`src/include/mmcCard_cfg.svh`:
```
// MMC card configuration
`ifndef MMC_CARD_CFG_SVH
`define MMC_CARD_CFG_SVH

// Bytes per block. Must be a power of two.
`define MMC_BLOCK_BYTES 16

// Number of blocks held by the card. Must be a power of two.
`define MMC_NUM_BLOCKS 4

// Rising clocks with chip select and data-in high that complete power-up.
`define MMC_POWERUP_CLKS 74

// Fill bytes of 0xFF sent before each R1.
`define MMC_NCR_BYTES 1

`endif

```
`src/logic/mmcPkg.sv`:
```
// MMC card types and constants
package mmcPkg;

   // --------------------------------------------------
   // Command indices
   // --------------------------------------------------
   typedef enum logic [5:0] {
      cmdGoIdle      = 6'd0,
      cmdSendOpCond  = 6'd1,
      cmdSetBlockLen = 6'd16,
      cmdReadSingle  = 6'd17,
      cmdWriteSingle = 6'd24
   } cmdCodeT;

   // Operation that follows an accepted command.
   typedef enum logic [1:0] {
      opNone,
      opRead,
      opWrite
   } cardOpT;

   // Byte-slot states of the card sequencer.
   typedef enum logic [3:0] {
      seqIdle,
      seqRespDelay,
      seqReadGap,
      seqReadTok,
      seqReadData,
      seqReadCrc,
      seqWriteTok,
      seqWriteData,
      seqWriteCrc,
      seqWriteBusy,
      seqWriteDone
   } seqStateT;

   // --------------------------------------------------
   // R1 response bits and data tokens
   // --------------------------------------------------
   localparam logic [7:0] r1Idle          = 8'h01;
   localparam logic [7:0] r1Ready         = 8'h00;
   localparam logic [7:0] r1Illegal       = 8'h04;
   localparam logic [7:0] r1AddrError     = 8'h20;
   localparam logic [7:0] r1ParamError    = 8'h40;

   localparam logic [7:0] tokStart        = 8'hFE;
   localparam logic [7:0] tokDataAccepted = 8'h05;

endpackage

```
`src/logic/spiByteShifter.sv`:
```
// SPI byte shifter
`include "mmcCard_cfg.svh"

module spiByteShifter (
   input  logic       spiClk,
   input  logic       rstN,
   input  logic       spiCsN,
   input  logic       spiDataIn,
   input  logic [7:0] txByte,
   output logic       spiDataOut,
   output logic [7:0] rxByte,
   output logic       rxValid,
   output logic       powerDone
);

   localparam int PowerW = $clog2(`MMC_POWERUP_CLKS);
   localparam logic [PowerW-1:0] PowerLast = PowerW'(`MMC_POWERUP_CLKS - 1);

   logic [2:0]        bitCnt;
   logic [6:0]        rxShift;
   logic [7:0]        txShift;
   logic [PowerW-1:0] powerCnt;

   // The MSB of the transmit register is always on the line.
   assign spiDataOut = txShift[7];

   always_ff @(posedge spiClk) begin
      if (!rstN) begin
         bitCnt    <= '0;
         txShift   <= 8'hFF;
         rxValid   <= 1'b0;
         powerCnt  <= '0;
         powerDone <= 1'b0;
      end else begin
         rxValid <= 1'b0;
         if (spiCsN) begin
            // Deselected. Framing restarts and MISO idles high.
            bitCnt  <= '0;
            txShift <= 8'hFF;
            if (spiDataIn && !powerDone) begin
               powerCnt <= powerCnt + 1'b1;
               if (powerCnt == PowerLast) begin
                  powerDone <= 1'b1;
               end
            end
         end else begin
            bitCnt  <= bitCnt + 3'd1;
            rxShift <= {rxShift[5:0], spiDataIn};
            if (bitCnt == 3'd7) begin
               rxByte  <= {rxShift, spiDataIn};
               rxValid <= 1'b1;
               txShift <= txByte;
            end else begin
               txShift <= {txShift[6:0], 1'b1};
            end
         end
      end
   end

endmodule

```
`src/logic/cmdFramer.sv`:
```
// Command frame collector
module cmdFramer (
   input  logic            spiClk,
   input  logic            rstN,
   input  logic            rxValid,
   input  logic            powerDone,
   input  logic            storeReady,
   input  logic            dataPhase,
   input  logic [7:0]      rxByte,
   output logic            cmdValid,
   output mmcPkg::cmdCodeT cmdIndex,
   output logic [31:0]     cmdArg
);
   import mmcPkg::*;

   logic       enable;
   logic       inFrame;
   logic [2:0] byteCnt;

   assign enable = powerDone && storeReady && !dataPhase;

   always_ff @(posedge spiClk) begin
      if (!rstN) begin
         inFrame  <= 1'b0;
         byteCnt  <= '0;
         cmdValid <= 1'b0;
      end else begin
         cmdValid <= 1'b0;
         if (!enable) begin
            inFrame <= 1'b0;
         end else if (rxValid) begin
            if (!inFrame) begin
               // A start bit of 0 followed by the transmission bit opens a frame.
               if (rxByte[7:6] == 2'b01) begin
                  cmdIndex <= cmdCodeT'(rxByte[5:0]);
                  inFrame  <= 1'b1;
                  byteCnt  <= 3'd1;
               end
            end else if (byteCnt == 3'd5) begin
               // Sixth byte is the CRC, which is not checked.
               cmdValid <= 1'b1;
               inFrame  <= 1'b0;
            end else begin
               cmdArg  <= {cmdArg[23:0], rxByte};
               byteCnt <= byteCnt + 3'd1;
            end
         end
      end
   end

endmodule

```
`src/logic/cmdDecoder.sv`:
```
// Command decoder
`include "mmcCard_cfg.svh"

module cmdDecoder (
   input  logic            spiClk,
   input  logic            rstN,
   input  logic            cmdValid,
   input  mmcPkg::cmdCodeT cmdIndex,
   input  logic [31:0]     cmdArg,
   output logic            respValid,
   output logic [7:0]      respByte,
   output mmcPkg::cardOpT  respOp,
   output logic [1:0]      respBlock
);
   import mmcPkg::*;

   localparam int OffW = $clog2(`MMC_BLOCK_BYTES);
   localparam logic [31:0] BlockBytes = 32'(`MMC_BLOCK_BYTES);
   localparam logic [31:0] StoreBytes = 32'(`MMC_NUM_BLOCKS * `MMC_BLOCK_BYTES);

   logic       idleFlag;
   logic       addrBad;
   logic [7:0] nextResp;
   cardOpT     nextOp;

   // Byte addresses must sit on a block boundary inside the store.
   assign addrBad = (cmdArg[OffW-1:0] != '0) || (cmdArg >= StoreBytes);

   always_comb begin
      nextOp = opNone;
      case (cmdIndex)
         cmdGoIdle: begin
            nextResp = r1Idle;
         end
         cmdSendOpCond: begin
            nextResp = r1Ready;
         end
         cmdSetBlockLen: begin
            nextResp = (cmdArg == BlockBytes) ? r1Ready : r1ParamError;
         end
         cmdReadSingle, cmdWriteSingle: begin
            if (idleFlag) begin
               nextResp = r1Illegal | r1Idle;
            end else if (addrBad) begin
               nextResp = r1AddrError;
            end else begin
               nextResp = r1Ready;
               nextOp   = (cmdIndex == cmdReadSingle) ? opRead : opWrite;
            end
         end
         default: begin
            nextResp = idleFlag ? (r1Illegal | r1Idle) : r1Illegal;
         end
      endcase
   end

   always_ff @(posedge spiClk) begin
      if (!rstN) begin
         idleFlag  <= 1'b1;
         respValid <= 1'b0;
      end else begin
         respValid <= cmdValid;
         if (cmdValid) begin
            respByte  <= nextResp;
            respOp    <= nextOp;
            respBlock <= cmdArg[OffW +: 2];
            if (cmdIndex == cmdGoIdle) begin
               idleFlag <= 1'b1;
            end else if (cmdIndex == cmdSendOpCond) begin
               idleFlag <= 1'b0;
            end
         end
      end
   end

endmodule

```
`src/logic/cardSequencer.sv`:
```
// Card byte-slot sequencer
`include "mmcCard_cfg.svh"

module cardSequencer (
   input  logic           spiClk,
   input  logic           rstN,
   input  logic           rxValid,
   input  logic           respValid,
   input  logic [7:0]     rxByte,
   input  logic [7:0]     respByte,
   input  mmcPkg::cardOpT respOp,
   input  logic [1:0]     respBlock,
   input  logic [7:0]     rdData,
   output logic [7:0]     txByte,
   output logic           dataPhase,
   output logic           rdEn,
   output logic           wrEn,
   output logic [5:0]     rdAddr,
   output logic [5:0]     wrAddr,
   output logic [7:0]     wrData
);
   import mmcPkg::*;

   localparam int OffW = $clog2(`MMC_BLOCK_BYTES);
   localparam int CntW = $clog2(`MMC_BLOCK_BYTES + 9);
   localparam logic [CntW-1:0] LastData = CntW'(`MMC_BLOCK_BYTES - 1);
   localparam logic [CntW-1:0] NcrCount = CntW'(`MMC_NCR_BYTES);
   localparam logic [CntW-1:0] TokLast  = CntW'(7);
   localparam logic [CntW-1:0] PairLast = CntW'(1);

   seqStateT        state;
   logic [CntW-1:0] slotCnt;
   logic [7:0]      pendResp;
   cardOpT          pendOp;
   logic [1:0]      pendBlock;

   // Every byte chosen here goes out on the link one byte later.
   always_ff @(posedge spiClk) begin
      if (!rstN) begin
         state     <= seqIdle;
         slotCnt   <= '0;
         txByte    <= 8'hFF;
         dataPhase <= 1'b0;
         rdEn      <= 1'b0;
         wrEn      <= 1'b0;
      end else begin
         rdEn <= 1'b0;
         wrEn <= 1'b0;
         if (state == seqIdle) begin
            if (respValid) begin
               pendResp  <= respByte;
               pendOp    <= respOp;
               pendBlock <= respBlock;
               slotCnt   <= '0;
               state     <= seqRespDelay;
            end else if (rxValid) begin
               txByte <= 8'hFF;
            end
         end else if (rxValid) begin
            case (state)
               // --------------------------------------------------
               // Response
               // --------------------------------------------------
               seqRespDelay: begin
                  if (slotCnt == NcrCount) begin
                     txByte  <= pendResp;
                     slotCnt <= '0;
                     case (pendOp)
                        opRead: begin
                           dataPhase <= 1'b1;
                           state     <= seqReadGap;
                        end
                        opWrite: begin
                           dataPhase <= 1'b1;
                           state     <= seqWriteTok;
                        end
                        default: begin
                           state <= seqIdle;
                        end
                     endcase
                  end else begin
                     txByte  <= 8'hFF;
                     slotCnt <= slotCnt + 1'b1;
                  end
               end
               // --------------------------------------------------
               // Single block read
               // --------------------------------------------------
               seqReadGap: begin
                  txByte <= 8'hFF;
                  state  <= seqReadTok;
               end
               seqReadTok: begin
                  txByte  <= tokStart;
                  rdEn    <= 1'b1;
                  rdAddr  <= {pendBlock, {OffW{1'b0}}};
                  slotCnt <= '0;
                  state   <= seqReadData;
               end
               seqReadData: begin
                  // Store data arrived one cycle after the request.
                  txByte <= rdData;
                  if (slotCnt == LastData) begin
                     slotCnt <= '0;
                     state   <= seqReadCrc;
                  end else begin
                     rdEn    <= 1'b1;
                     rdAddr  <= rdAddr + 6'd1;
                     slotCnt <= slotCnt + 1'b1;
                  end
               end
               seqReadCrc: begin
                  txByte <= 8'hFF;
                  if (slotCnt == PairLast) begin
                     slotCnt   <= '0;
                     dataPhase <= 1'b0;
                     state     <= seqIdle;
                  end else begin
                     slotCnt <= slotCnt + 1'b1;
                  end
               end
               // --------------------------------------------------
               // Single block write
               // --------------------------------------------------
               seqWriteTok: begin
                  txByte <= 8'hFF;
                  if (rxByte == tokStart) begin
                     slotCnt <= '0;
                     state   <= seqWriteData;
                  end else if (slotCnt == TokLast) begin
                     // No start token within eight bytes, so the write is dropped.
                     slotCnt   <= '0;
                     dataPhase <= 1'b0;
                     state     <= seqIdle;
                  end else begin
                     slotCnt <= slotCnt + 1'b1;
                  end
               end
               seqWriteData: begin
                  wrEn   <= 1'b1;
                  wrAddr <= {pendBlock, slotCnt[OffW-1:0]};
                  wrData <= rxByte;
                  if (slotCnt == LastData) begin
                     slotCnt <= '0;
                     state   <= seqWriteCrc;
                  end else begin
                     slotCnt <= slotCnt + 1'b1;
                  end
               end
               seqWriteCrc: begin
                  if (slotCnt == PairLast) begin
                     txByte  <= tokDataAccepted;
                     slotCnt <= '0;
                     state   <= seqWriteBusy;
                  end else begin
                     slotCnt <= slotCnt + 1'b1;
                  end
               end
               seqWriteBusy: begin
                  txByte <= 8'h00;
                  if (slotCnt == PairLast) begin
                     slotCnt <= '0;
                     state   <= seqWriteDone;
                  end else begin
                     slotCnt <= slotCnt + 1'b1;
                  end
               end
               seqWriteDone: begin
                  txByte    <= 8'hFF;
                  dataPhase <= 1'b0;
                  state     <= seqIdle;
               end
               default: begin
                  state <= seqIdle;
               end
            endcase
         end
      end
   end

endmodule

```
`src/logic/blockStore.sv`:
```
// Card block store
`include "mmcCard_cfg.svh"

module blockStore (
   input  logic       spiClk,
   input  logic       rstN,
   input  logic       rdEn,
   input  logic       wrEn,
   input  logic [5:0] rdAddr,
   input  logic [5:0] wrAddr,
   input  logic [7:0] wrData,
   output logic [7:0] rdData,
   output logic       storeReady
);

   localparam int Depth = `MMC_NUM_BLOCKS * `MMC_BLOCK_BYTES;
   localparam logic [5:0] FillLast = 6'(Depth - 1);

   logic [7:0] mem [Depth];
   logic [5:0] fillAddr;

   // Pattern fill walks the store once after reset.
   always_ff @(posedge spiClk) begin
      if (!rstN) begin
         fillAddr   <= '0;
         storeReady <= 1'b0;
      end else if (!storeReady) begin
         fillAddr <= fillAddr + 6'd1;
         if (fillAddr == FillLast) begin
            storeReady <= 1'b1;
         end
      end
   end

   always_ff @(posedge spiClk) begin
      if (!storeReady) begin
         mem[fillAddr] <= 8'(fillAddr);
      end else if (wrEn) begin
         mem[wrAddr] <= wrData;
      end
      if (rdEn) begin
         rdData <= mem[rdAddr];
      end
   end

endmodule

```
`src/logic/mmcCard.sv`:
```
// MMC card top level
module mmcCard (
   input  logic spiClk,
   input  logic rstN,
   input  logic spiCsN,
   input  logic spiDataIn,
   output logic spiDataOut
);
   import mmcPkg::*;

   logic [7:0]  txByte;
   logic [7:0]  rxByte;
   logic        rxValid;
   logic        powerDone;
   logic        cmdValid;
   cmdCodeT     cmdIndex;
   logic [31:0] cmdArg;
   logic        respValid;
   logic [7:0]  respByte;
   cardOpT      respOp;
   logic [1:0]  respBlock;
   logic        dataPhase;
   logic        rdEn;
   logic        wrEn;
   logic [5:0]  rdAddr;
   logic [5:0]  wrAddr;
   logic [7:0]  wrData;
   logic [7:0]  rdData;
   logic        storeReady;

   spiByteShifter spiByteShifter_inst (
      .spiClk     (spiClk),
      .rstN       (rstN),
      .spiCsN     (spiCsN),
      .spiDataIn  (spiDataIn),
      .txByte     (txByte),
      .spiDataOut (spiDataOut),
      .rxByte     (rxByte),
      .rxValid    (rxValid),
      .powerDone  (powerDone)
   );

   cmdFramer cmdFramer_inst (
      .spiClk     (spiClk),
      .rstN       (rstN),
      .rxValid    (rxValid),
      .powerDone  (powerDone),
      .storeReady (storeReady),
      .dataPhase  (dataPhase),
      .rxByte     (rxByte),
      .cmdValid   (cmdValid),
      .cmdIndex   (cmdIndex),
      .cmdArg     (cmdArg)
   );

   cmdDecoder cmdDecoder_inst (
      .spiClk    (spiClk),
      .rstN      (rstN),
      .cmdValid  (cmdValid),
      .cmdIndex  (cmdIndex),
      .cmdArg    (cmdArg),
      .respValid (respValid),
      .respByte  (respByte),
      .respOp    (respOp),
      .respBlock (respBlock)
   );

   cardSequencer cardSequencer_inst (
      .spiClk    (spiClk),
      .rstN      (rstN),
      .rxValid   (rxValid),
      .respValid (respValid),
      .rxByte    (rxByte),
      .respByte  (respByte),
      .respOp    (respOp),
      .respBlock (respBlock),
      .rdData    (rdData),
      .txByte    (txByte),
      .dataPhase (dataPhase),
      .rdEn      (rdEn),
      .wrEn      (wrEn),
      .rdAddr    (rdAddr),
      .wrAddr    (wrAddr),
      .wrData    (wrData)
   );

   blockStore blockStore_inst (
      .spiClk     (spiClk),
      .rstN       (rstN),
      .rdEn       (rdEn),
      .wrEn       (wrEn),
      .rdAddr     (rdAddr),
      .wrAddr     (wrAddr),
      .wrData     (wrData),
      .rdData     (rdData),
      .storeReady (storeReady)
   );

endmodule

```
`config.mk`:
```
export PLATFORM = sky130hd
export DESIGN_NAME = mmcCard
export DESIGN_NICKNAME = d
export VERILOG_FILES = /design/src/logic/mmcPkg.sv /design/src/logic/spiByteShifter.sv /design/src/logic/cmdFramer.sv /design/src/logic/cmdDecoder.sv /design/src/logic/cardSequencer.sv /design/src/logic/blockStore.sv /design/src/logic/mmcCard.sv
export VERILOG_INCLUDE_DIRS = /design/src /design/src/include
export SDC_FILE = /design/constraint.sdc
export NUM_CORES = 1
export LEC_CHECK = 0
export ABC_AREA = 1
export BUFFER_PORTS_ARGS = -buffer_cell sky130_fd_sc_hd__buf_4
export CORE_MARGIN = 4
export CORE_UTILIZATION = 41
export CTS_CLUSTER_DIAMETER = 80
export DETAILED_ROUTE_END_ITERATION = 8
export HOLD_SLACK_MARGIN = 0.15
export SYNTH_ARGS = -nofsm -noshare
export SYNTH_HDL_FRONTEND = slang
export SYNTH_HIERARCHICAL = 1
export SYNTH_SLANG_ARGS = --single-unit
```
`constraint.sdc`:
```
create_clock -name spiClk -period 4 [get_ports spiClk]
set_input_delay 0.6 -clock spiClk [delete_from_list [all_inputs] [get_ports spiClk]]
set_output_delay 0.6 -clock spiClk [all_outputs]
set_load 0.05 [all_outputs]
```
==> impl_metrics.tcl, run 1 <==
set metrics [dict create \
    cts_resized 0 \
    start_util 0.413 \
    period_share 0.753 \
    viasPerCell 5.32 \
    syn_to_final_growth_pct 11.4 \
    cp_num_buf_inv 1 \
    fin_skew_ns 0.0171 \
    whs_path_depth 1 \
    rsz0062_at_grt "false" \
    synth.avg_cell_area_um2 11.0 \
    hold_class "in -> reg" \
    cts_buffers 67 \
    drc_errors 0 \
    ir_drop_v 0.000284 \
    crit_type "reg -> reg" \
    filler_cell_count 6012 \
    clkSlewWorstSetupHoldPaths_ns 0.06 \
    ys_warn_count 6 \
    status "completed" \
    cpPeakStageDelay_ns 0.73 \
    seqCellArea_um2 19500 \
    grt_start_max_net_pins 260 \
    yosysSeqAreaShare 0.702 \
    rr_startpoint "blockStore_inst/storeReady" \
    core_area_um2 67200 \
    dieHeight_um 268 \
    fmax_mhz 332 \
    drv_slew 0 \
    tightest_slew_ns 1.26 \
    path_max_fanout 16 \
    io_pins 5 \
    nNetsFinal 2515 \
    dr.pass1.iters 6 \
    fin_crit_ns 3.01 \
    synth_top_area_share 0.663 \
    synthTopCellsByArea "edfxtp_1, nand2_1, nand3_1, dfxtp_1, nor2_1" \
    antenna_found_initial 0 \
    tns_ns 0 \
    place_congestion 0.915 \
    worst-endpoint-required_ns 4.22 \
    slew-limit-headroom 0.153 \
    finalWirelength_um 67500 \
    hp-start "spiDataIn" \
    total_power_mw 14.2 \
    path_cells "nand2_4, clkinv_4, nand2_1, nand2_1, nor2_1, nand3_1, nor2_1" \
    clk_latency_ns 0.60 \
    rows 95 \
    critical-path-slowest-cell "nor2_1" \
    cts_max_level 3 \
    leakage_nw 11.4 \
    critPathCaptureType "flip-flop" \
    finalHoldViolCount 0 \
    ctsHoldBuffers 0 \
    wl_per_cell_um 19.7 \
    power_density_nw_per_um2 458 \
    clock_tree.root_cell "clkbuf_16" \
    chipWidth_um 268 \
    final_common_cell "nand2_1" \
    antenna_cells 0 \
    grt_usage 0.188 \
    drtAntennaViolNets 0 \
    grt_pass1_wl_um 104000 \
    num_vias 18214 \
    io_buffers 4 \
    synthesis.area_um2 27800 \
    max-cap-violations 0 \
    path_delay_family "simple AND/OR/NAND/NOR gates" \
    clock-sinks 667 \
    yosysTopAreaCell "edfxtp_1" \
    post_cts_buffers 0 \
    cp_data_arrival_time_ns 3.23 \
    drt_iter0_drc 1964 \
    critPathLaunchType "flip-flop" \
    drive_gt1_frac 0.0824 \
    synth.distinct_cells 44 \
    worst-r2r-cell-count 7 \
    multi_input_area_um2 7380 \
    r2r_slack_ns 0.99 \
    r2r-end "blockStore_inst/mem[0][4]" \
    most-common-layout-cells "nand2_1, edfxtp_1, nand3_1, nor2_1, inv_1" \
    clockBufferDepth 3 \
    grt_pass1_vias 17638 \
    fp.dieArea_um2 71900 \
    ys_ff_latch 667 \
    grt_overflow 0 \
    dpl.hpwl_um 41500 \
    cts_tree "done" \
    holdPathEnd "spiByteShifter_inst/rxByte[0]" \
    postSynthCellCount 2519 \
    finalSetupViolCount 0 \
]
## kinds of logic (layout without fill, tap and decap cells)
group / after synthesis / in the layout / share of synthesized area
and+or+nand+nor: 1567 / 1567 / 0.246
adders and majority gates: 13 / 13 / 0.00586
AOI/OAI and AO/OA: 51 / 51 / 0.0105
buffers and inverters: 218 / 244 / 0.0345
xor gates and xnor gates: 2 / 2 / 0.000631
other: 1 / 4 / 0.000135
DFF: 667 / 667 / 0.702
## per-stage QoR
| stage | hold slack, ns | std cells | utilization | worst slack [ns] | area (um^2) |
|---|---|---|---|---|---|
| 2_1_floorplan | 0.398 | 2522 | - | 0.0688 | 27800 |
| 3_3_place_gp | 0.405 | 3302 | 0.427 | 1.17 | 28700 |
| 3_5_place_dp | 0.407 | 3302 | 0.427 | 1.03 | 28700 |
| 4_1_cts | 0.209 | 3421 | 0.461 | 1.02 | 30900 |
| 5_1_grt | 0.223 | 3421 | 0.461 | 0.809 | 30900 |
| 6_report | 0.240 | 3421 | 0.461 | 0.988 | 30900 |
## worst max path at each step
stage                               start                          to  slack (ns)  cells after the start
3_3_place_gp   blockStore_inst/storeReady  blockStore_inst/mem[16][1]        1.17                      7
5_1_grt        blockStore_inst/storeReady   blockStore_inst/mem[8][3]        0.81                      7
4_1_cts        blockStore_inst/storeReady   blockStore_inst/mem[8][2]        1.02                      7
2_1_floorplan  blockStore_inst/storeReady   blockStore_inst/mem[0][3]        0.07                      4
3_5_place_dp   blockStore_inst/storeReady   blockStore_inst/mem[8][2]        1.03                      7
6_report       blockStore_inst/storeReady   blockStore_inst/mem[0][4]        0.99                      7
## routing by layer
| layer | global-route usage | wire (um) | up-vias |
|---|---|---|---|
| met2 | 0.301 | 31600 | 616 |
| met5 | 0 | 0 | - |
| met4 | 0.0704 | 2190 | 0 |
| met3 | 0.0259 | 4350 | 122 |
| met1 | 0.264 | 29300 | 8857 |
| li1 | - | - | 8619 |
## flip-flops by register name, summed over array words and instances (netlist names), 7 cells and up
name and cells:
spiByteShifter_inst/txShift 8, cardSequencer_inst/pendResp 8, cardSequencer_inst/txByte 8, blockStore_inst/rdData 8
spiByteShifter_inst/rxByte 8, spiByteShifter_inst/rxShift 7, cmdFramer_inst/cmdArg 32, spiByteShifter_inst/powerCnt 7
cardSequencer_inst/wrData 8, blockStore_inst/mem 512
## where the power goes
group          leakage, nW  total, mW  internal [mW]  switching (mW)
sequential            6.09       7.61           7.60          0.0147
clock                 1.08       6.37           3.81            2.56
combinational         4.20      0.192         0.0320           0.160
## worst register-to-register path, delay by kind of cell, from the launching register on
kind / cells / cell delay (ns)
buffers and inverters: 1 / 0.18
flip-flops: 1 / 0.38
AND/OR/NAND/NOR: 6 / 2.08
## Yosys cell counts
cell / instances
clkinv_4: 2
a211o_1: 1
nor3_1: 17
nand2_4: 8
nor4_1: 1
nand3_2: 10
a31oi_1: 1
buf_4: 7
nor2_1: 157
or2_0: 1
o21ai_1: 2
edfxtp_1: 613
a211oi_1: 2
buf_6: 3
conb_1: 1
o21ai_0: 13
nand3_1: 496
nand3b_1: 1
dfxtp_1: 54
inv_4: 3
a21oi_4: 1
buf_1: 30
nand2_1: 830
xor2_1: 1
nor2_4: 9
a21oi_1: 27
nor3b_1: 1
o21ai_2: 1
nor3_2: 1
clkbuf_1: 20
xnor2_1: 1
buf_2: 59
nand4_1: 6
a31o_1: 1
inv_2: 15
o21bai_1: 1
nand2_2: 9
inv_1: 79
a21oi_2: 1
nor2_2: 10
nor2_8: 1
and3_1: 1
ha_1: 13
or2_2: 8
## cell type report
cell class              count  share of cell area
repair buffers             26              0.0112
flip-flops and latches    667               0.630
multi-input cells        1637               0.239
clock buffers              90              0.0607
clock inverters            29              0.0111
well taps                 873              0.0353
inverters                  99              0.0128
Note: power is estimated with default switching activity, not from simulation.
==> run 2, diff against run 1 <==
==> constraint.sdc (replaced) <==
create_clock -name spiClk -period 2.5 [get_ports spiClk]
set_input_delay 0.375 -clock spiClk [delete_from_list [all_inputs] [get_ports spiClk]]
set_output_delay 0.375 -clock spiClk [all_outputs]
set_load 0.05 [all_outputs]
==> run 2 against run 1 <==
Worst hold slack improved by 0.18 ns. Routed wire length increased by 1.1%. Via count increased by 2.6%. Clock power increased by 66%. Core utilization increased by 1.6 points. Final cell count increased by 3.2%. Combinational power increased by 80%. Clock skew increased by 0.0018 ns. Maximum frequency increased by 29%. Worst setup slack got worse by 0.82 ns. Total power increased by 63%. Critical endpoint is now blockStore_inst/rdData[1].
==> impl_metrics.tcl, run 2 (synthesized netlist as in run 1, its figures left out) <==
set metrics [dict create \
    viasPerCell 5.29 \
    critical-path-slowest-cell "edfxtp_1" \
    syn_to_final_growth_pct 15.2 \
    dr.pass1.iters 5 \
    filler_cell_count 5932 \
    path_max_fanout 64 \
    multi_input_area_um2 7400 \
    wl_per_cell_um 19.3 \
    tns_ns 0 \
    drt_iter0_drc 2295 \
    ir_drop_v 0.000568 \
    dpl.hpwl_um 43800 \
    slew-limit-headroom 0.520 \
    place_congestion 0.937 \
    drv_slew 0 \
    antenna_cells 0 \
    tightest_slew_ns 0.717 \
    critPathCaptureType "flip-flop" \
    num_vias 18680 \
    grt_pass1_wl_um 105000 \
    clk_latency_ns 0.61 \
    utilization 0.476 \
    cts_buffers 68 \
    chipWidth_um 268 \
    io_buffers 4 \
    drive_gt1_frac 0.122 \
    drc_errors 0 \
    finalHoldViolCount 0 \
    cp_data_arrival_time_ns 2.79 \
    cts_tree "done" \
    status "completed" \
    placed_area_um2 29600 \
    path_cells "buf_12, buf_12, nand2_1, nand3_1, nand3_1, nand2_1, nand2_1, nand3_1, nand3_1, nand2_1" \
    regMostFlops "blockStore_inst/mem" \
    r2r_slack_ns 0.17 \
    total_power_mw 23.2 \
    grt_usage 0.190 \
    rows 95 \
    cpPeakStageDelay_ns 0.55 \
    core_area_um2 67200 \
    fmax_mhz 429 \
    grt_start_max_net_pins 131 \
    nNetsFinal 2618 \
    reg.largest.list "blockStore_inst/mem: 512 flops, cmdFramer_inst/cmdArg: 32 flops" \
    grt_pass1_vias 18294 \
    clkSlewWorstSetupHoldPaths_ns 0.06 \
    finalSetupViolCount 0 \
    crit_type "reg -> reg" \
    leakage_nw 12.0 \
    drtAntennaViolNets 0 \
    clock_tree.root_cell "clkbuf_16" \
    clockBufferDepth 3 \
    max-cap-violations 0 \
    rsz0062_at_grt "false" \
    power_density_nw_per_um2 725 \
    fp.dieArea_um2 71900 \
    dieHeight_um 268 \
    grt_overflow 0 \
    worst-endpoint-required_ns 2.96 \
    finalWirelength_um 68300 \
    setup_ws_ns 0.170 \
    hold_class "reg -> reg" \
    cts_max_level 3 \
    most-common-layout-cells "nand2_1, edfxtp_1, nand3_1, nor2_1, buf_4" \
    seqCellArea_um2 19500 \
    clock-sinks 667 \
    io_pins 5 \
    fin_skew_ns 0.0189 \
    fin_crit_ns 2.33 \
    final_common_cell "nand2_1" \
    start_util 0.413 \
    critPathLaunchType "flip-flop" \
    final_area_um2 32000 \
    period_share 0.932 \
    place_ws_ns 0.110 \
    antenna_found_initial 1 \
    largest_reg_flops 512 \
]
## run 2: critical path: cells and delay by family, from the launching register on
| family | cells | cell delay [ns] |
|---|---|---|
| AND/OR/NAND/NOR | 8 | 0.97 |
| buffers and inverters | 2 | 0.61 |
| flip-flops | 1 | 0.55 |
## run 2: per-layer routing
layer / global-route usage / part of all wire
met2: 0.305 / 0.47
met4: 0.0766 / 0.036
met3: 0.0317 / 0.071
met1: 0.262 / 0.42
met5: 0 / 0.00010
## run 2: report_power, final
| part | internal (mW) | switching (mW) | total, mW |
|---|---|---|---|
| registers | 12.2 | 0.0239 | 12.2 |
| logic | 0.0819 | 0.264 | 0.346 |
| clock network | 6.43 | 4.22 | 10.6 |
| total | 18.7 | 4.50 | 23.2 |
## run 2: final cells by class
| cell class | count | area share |
|---|---|---|
| Clock buffer | 86 | 0.0592 |
| Clock inverter | 39 | 0.0147 |
| Inverter | 99 | 0.0124 |
| Multi-Input combinational cell | 1637 | 0.231 |
| Sequential cell | 667 | 0.610 |
| Tap cell | 873 | 0.0342 |
| Timing Repair Buffer | 128 | 0.0385 |
## run 2: stage by stage
| stage | std cells | hold WS, ns |
|---|---|---|
| floorplan | 2522 | 0.398 |
| CTS | 3529 | 0.419 |
| finish | 3529 | 0.419 |
| detailed placement | 3401 | 0.405 |
| global placement | 3401 | 0.405 |
| global route | 3529 | 0.429 |
## run 2: what timing repair did
action / in CTS / in global routing
endpoints found under the hold margin: 13 / 0
hold buffers: 3 / 0
resized for setup: 0 / 6
setup buffers: 0 / 0
endpoints found under the setup margin: 0 / 78
## run 2: path summary, 6_finish.rpt
kind,startpoint,endpoint,cells after the start
hold / removal,cmdDecoder_inst/respBlock[0],cardSequencer_inst/pendBlock[0],0
hold reg to reg,cmdDecoder_inst/respBlock[0],cardSequencer_inst/pendBlock[0],0
setup reg to reg,cardSequencer_inst/rdAddr[0],blockStore_inst/rdData[1],10
setup / recovery,cardSequencer_inst/rdAddr[0],blockStore_inst/rdData[1],10
==> run 3, diff against run 2 <==
--- a/config.mk
+++ b/config.mk
@@ -15,5 +15,4 @@
 export HOLD_SLACK_MARGIN = 0.15
 export SYNTH_ARGS = -nofsm -noshare
 export SYNTH_HDL_FRONTEND = slang
-export SYNTH_HIERARCHICAL = 1
 export SYNTH_SLANG_ARGS = --single-unit
==> run 3 against run 2 <==
Flip-flop and latch count fell by 4. Via count fell by 1.3%. Synthesized cell count fell by 1.4%. Register-to-register slack barely moved. Synthesized area fell by 1.6%. Clock power barely moved. Non-clock buffer count rose by 5. Combinational power rose by 1%. Largest power group unchanged. Highest routed layer is now met4.
==> impl_metrics.tcl, run 3 <==
set metrics [dict create \
    cts_max_level 3 \
    fin_skew_ns 0.0351 \
    fp.dieArea_um2 70800 \
    critPathCaptureType "flip-flop" \
    setup_ws_ns 0.171 \
    fin_cells 3494 \
    clk_latency_ns 0.62 \
    clkSlewWorstSetupHoldPaths_ns 0.06 \
    core_area_um2 65900 \
    leakage_nw 11.4 \
    period_share 0.932 \
    clkPwrFrac 0.454 \
    synthesis.area_um2 27300 \
    ys_ff_latch 663 \
    finalHoldViolCount 0 \
    wl_per_cell_um 20.0 \
    drv_slew 0 \
    num_vias 18444 \
    tns_ns 0 \
    dieHeight_um 266 \
    fin_crit_ns 2.33 \
    yosysSeqAreaShare 0.709 \
    power_density_nw_per_um2 726 \
    cts_tree "done" \
    rsz0062_at_grt "false" \
    synth.most_common_cell "edfxtp_1" \
    most-common-layout-cells "edfxtp_1, nand2_1, nor2_1, nand3_1, o21ai_0" \
    antenna_cells 0 \
    power_switching_mw 4.65 \
    fmax_mhz 429 \
    synth.top_cells.by_count "edfxtp_1, nand2_1, nor2_1" \
    antenna_found_initial 0 \
    grt_start_max_net_pins 106 \
    max-cap-violations 0 \
    hold_class "in -> reg" \
    start_util 0.415 \
    place_congestion 0.913 \
    reg.largest.list "blockStore_inst.mem: 512 flops, cmdFramer_inst.cmdArg: 32 flops" \
    cts_buffers 71 \
    path_max_fanout 13 \
    timing.hold.ws_ns 0.204 \
    synth_fp_nets 2501 \
    finalWirelength_um 69900 \
    nNetsFinal 2592 \
    finalSetupViolCount 0 \
    place_ws_ns 0.0374 \
    grt_usage 0.195 \
    postSynthCellCount 2484 \
    largest_reg_flops 512 \
    slew-limit-headroom 0.504 \
    tightest_slew_ns 0.740 \
    synth.distinct_cells 40 \
    p_int_mw 18.2 \
    share_comb_of_total_power 0.015 \
    yosysTopAreaCell "edfxtp_1" \
    chipWidth_um 266 \
    drc_errors 0 \
    drtAntennaViolNets 0 \
    grt_overflow 0 \
    utilization 0.477 \
    final_common_cell "edfxtp_1" \
    clock_tree.root_cell "clkbuf_16" \
    dpl.hpwl_um 43400 \
    seqPwrFrac 0.531 \
    worst-endpoint-required_ns 2.80 \
    drive_gt1_frac 0.107 \
    placed_area_um2 29000 \
    cp_data_arrival_time_ns 2.63 \
    rows 94 \
    grt_pass1_vias 17956 \
    final_area_um2 31400 \
    viasPerCell 5.28 \
    clock-sinks 663 \
    grt_pass1_wl_um 107000 \
    io_buffers 4 \
    ir_drop_v 0.000507 \
    syn_to_final_growth_pct 15.0 \
    io_pins 5 \
    async_flop_share 0 \
    regMostFlops "blockStore_inst.mem" \
    dr.pass1.iters 6 \
    ys.flop_type "edfxtp_1" \
    synth-edff-count 609 \
    status "completed" \
    clockBufferDepth 3 \
    synth_top_area_share 0.670 \
    ys_warn_count 0 \
    critPathLaunchType "flip-flop" \
    swShare 0.204 \
    dp.cells 3363 \
    total_power_mw 22.8 \
    filler_cell_count 5932 \
    synth.avg_cell_area_um2 11.0 \
    drt_iter0_drc 1858 \
    crit_type "reg -> reg" \
    synthTopCellsByArea "edfxtp_1, nand2_1, nor2_1, nand3_1, dfxtp_1" \
]
## run 3: cell count changes after synthesis, moves of 31 or more
cell / before / now
clkbuf_1: 20 / 51
nand2_1: 830 / 573
nor2_1: 157 / 453
nand3_1: 496 / 265
a21oi_1: 27 / 69
o21ai_0: 13 / 147
## run 3: area by class of cell
cell class / count / area [um^2] / share of cell area
clock buffers: 88 / 1870 / 0.0596
clock inverters: 40 / 438 / 0.0139
inverters: 107 / 429 / 0.0137
multi-input cells: 1599 / 7030 / 0.224
flip-flops and latches: 663 / 19400 / 0.617
well taps: 864 / 1080 / 0.0344
repair buffers: 133 / 1180 / 0.0375
## run 3: cells by family (layout without fill, tap and decap cells)
group,count (synthesis),after routing,synth area share
XOR/XNOR,4,4,0.00128
flip-flops,663,663,0.709
adder cells (fa/ha/maj),13,13,0.00596
AO/OA/AOI/OAI,233,233,0.0445
AND/OR/NAND/NOR,1349,1349,0.204
buffers and inverters,222,368,0.0349
## run 3: power groups by stage
stage          registers, mW  logic, mW  clock network [mW]
2_1_floorplan           12.3      0.155                   0
3_3_place_gp            12.3      0.340                   0
3_5_place_dp            12.3      0.346                   0
4_1_cts                 12.1      0.350                10.5
5_1_grt                 12.1      0.375                11.1
6_report                12.1      0.350                10.4
## run 3: worst paths after layout
check,start,cells past startpoint,slack [ns],to
setup / recovery,cardSequencer_inst.wrEn,8,0.17,blockStore_inst.mem[18][5]
setup reg to reg,cardSequencer_inst.wrEn,8,0.17,blockStore_inst.mem[18][5]
hold / removal,spiCsN,4,0.20,spiByteShifter_inst.txShift[3]
hold reg to reg,spiByteShifter_inst.bitCnt[0],1,0.42,spiByteShifter_inst.bitCnt[0]
## run 3: layer usage
| layer | global-route usage | part of all wire | routed length [um] | up-vias |
|---|---|---|---|---|
| met3 | 0.0323 | 0.078 | 5470 | 121 |
| met2 | 0.314 | 0.47 | 32800 | 679 |
| met4 | 0.0618 | 0.028 | 1950 | 0 |
| li1 | - | - | - | 8694 |
| met5 | 0 | 0 | 0 | - |
| met1 | 0.272 | 0.42 | 29700 | 8950 |
## run 3: critical path: stages, from the launching register on
cell and delay (ns):
dfxtp_1 0.33, nand2_4 0.21, nand2_1 0.14, o21ai_2 0.13, inv_1 0.16, nor3_1 0.30, nand2_1 0.35, nor2_1 0.18
buf_4 0.20
## run 3: what timing repair did
action                     in CTS  in global routing
hold endpoints to repair        7                  0
gates resized for setup         0                  6
setup endpoints to repair       0                 23
hold buffers                    2                  0
buffers inserted                0                  1
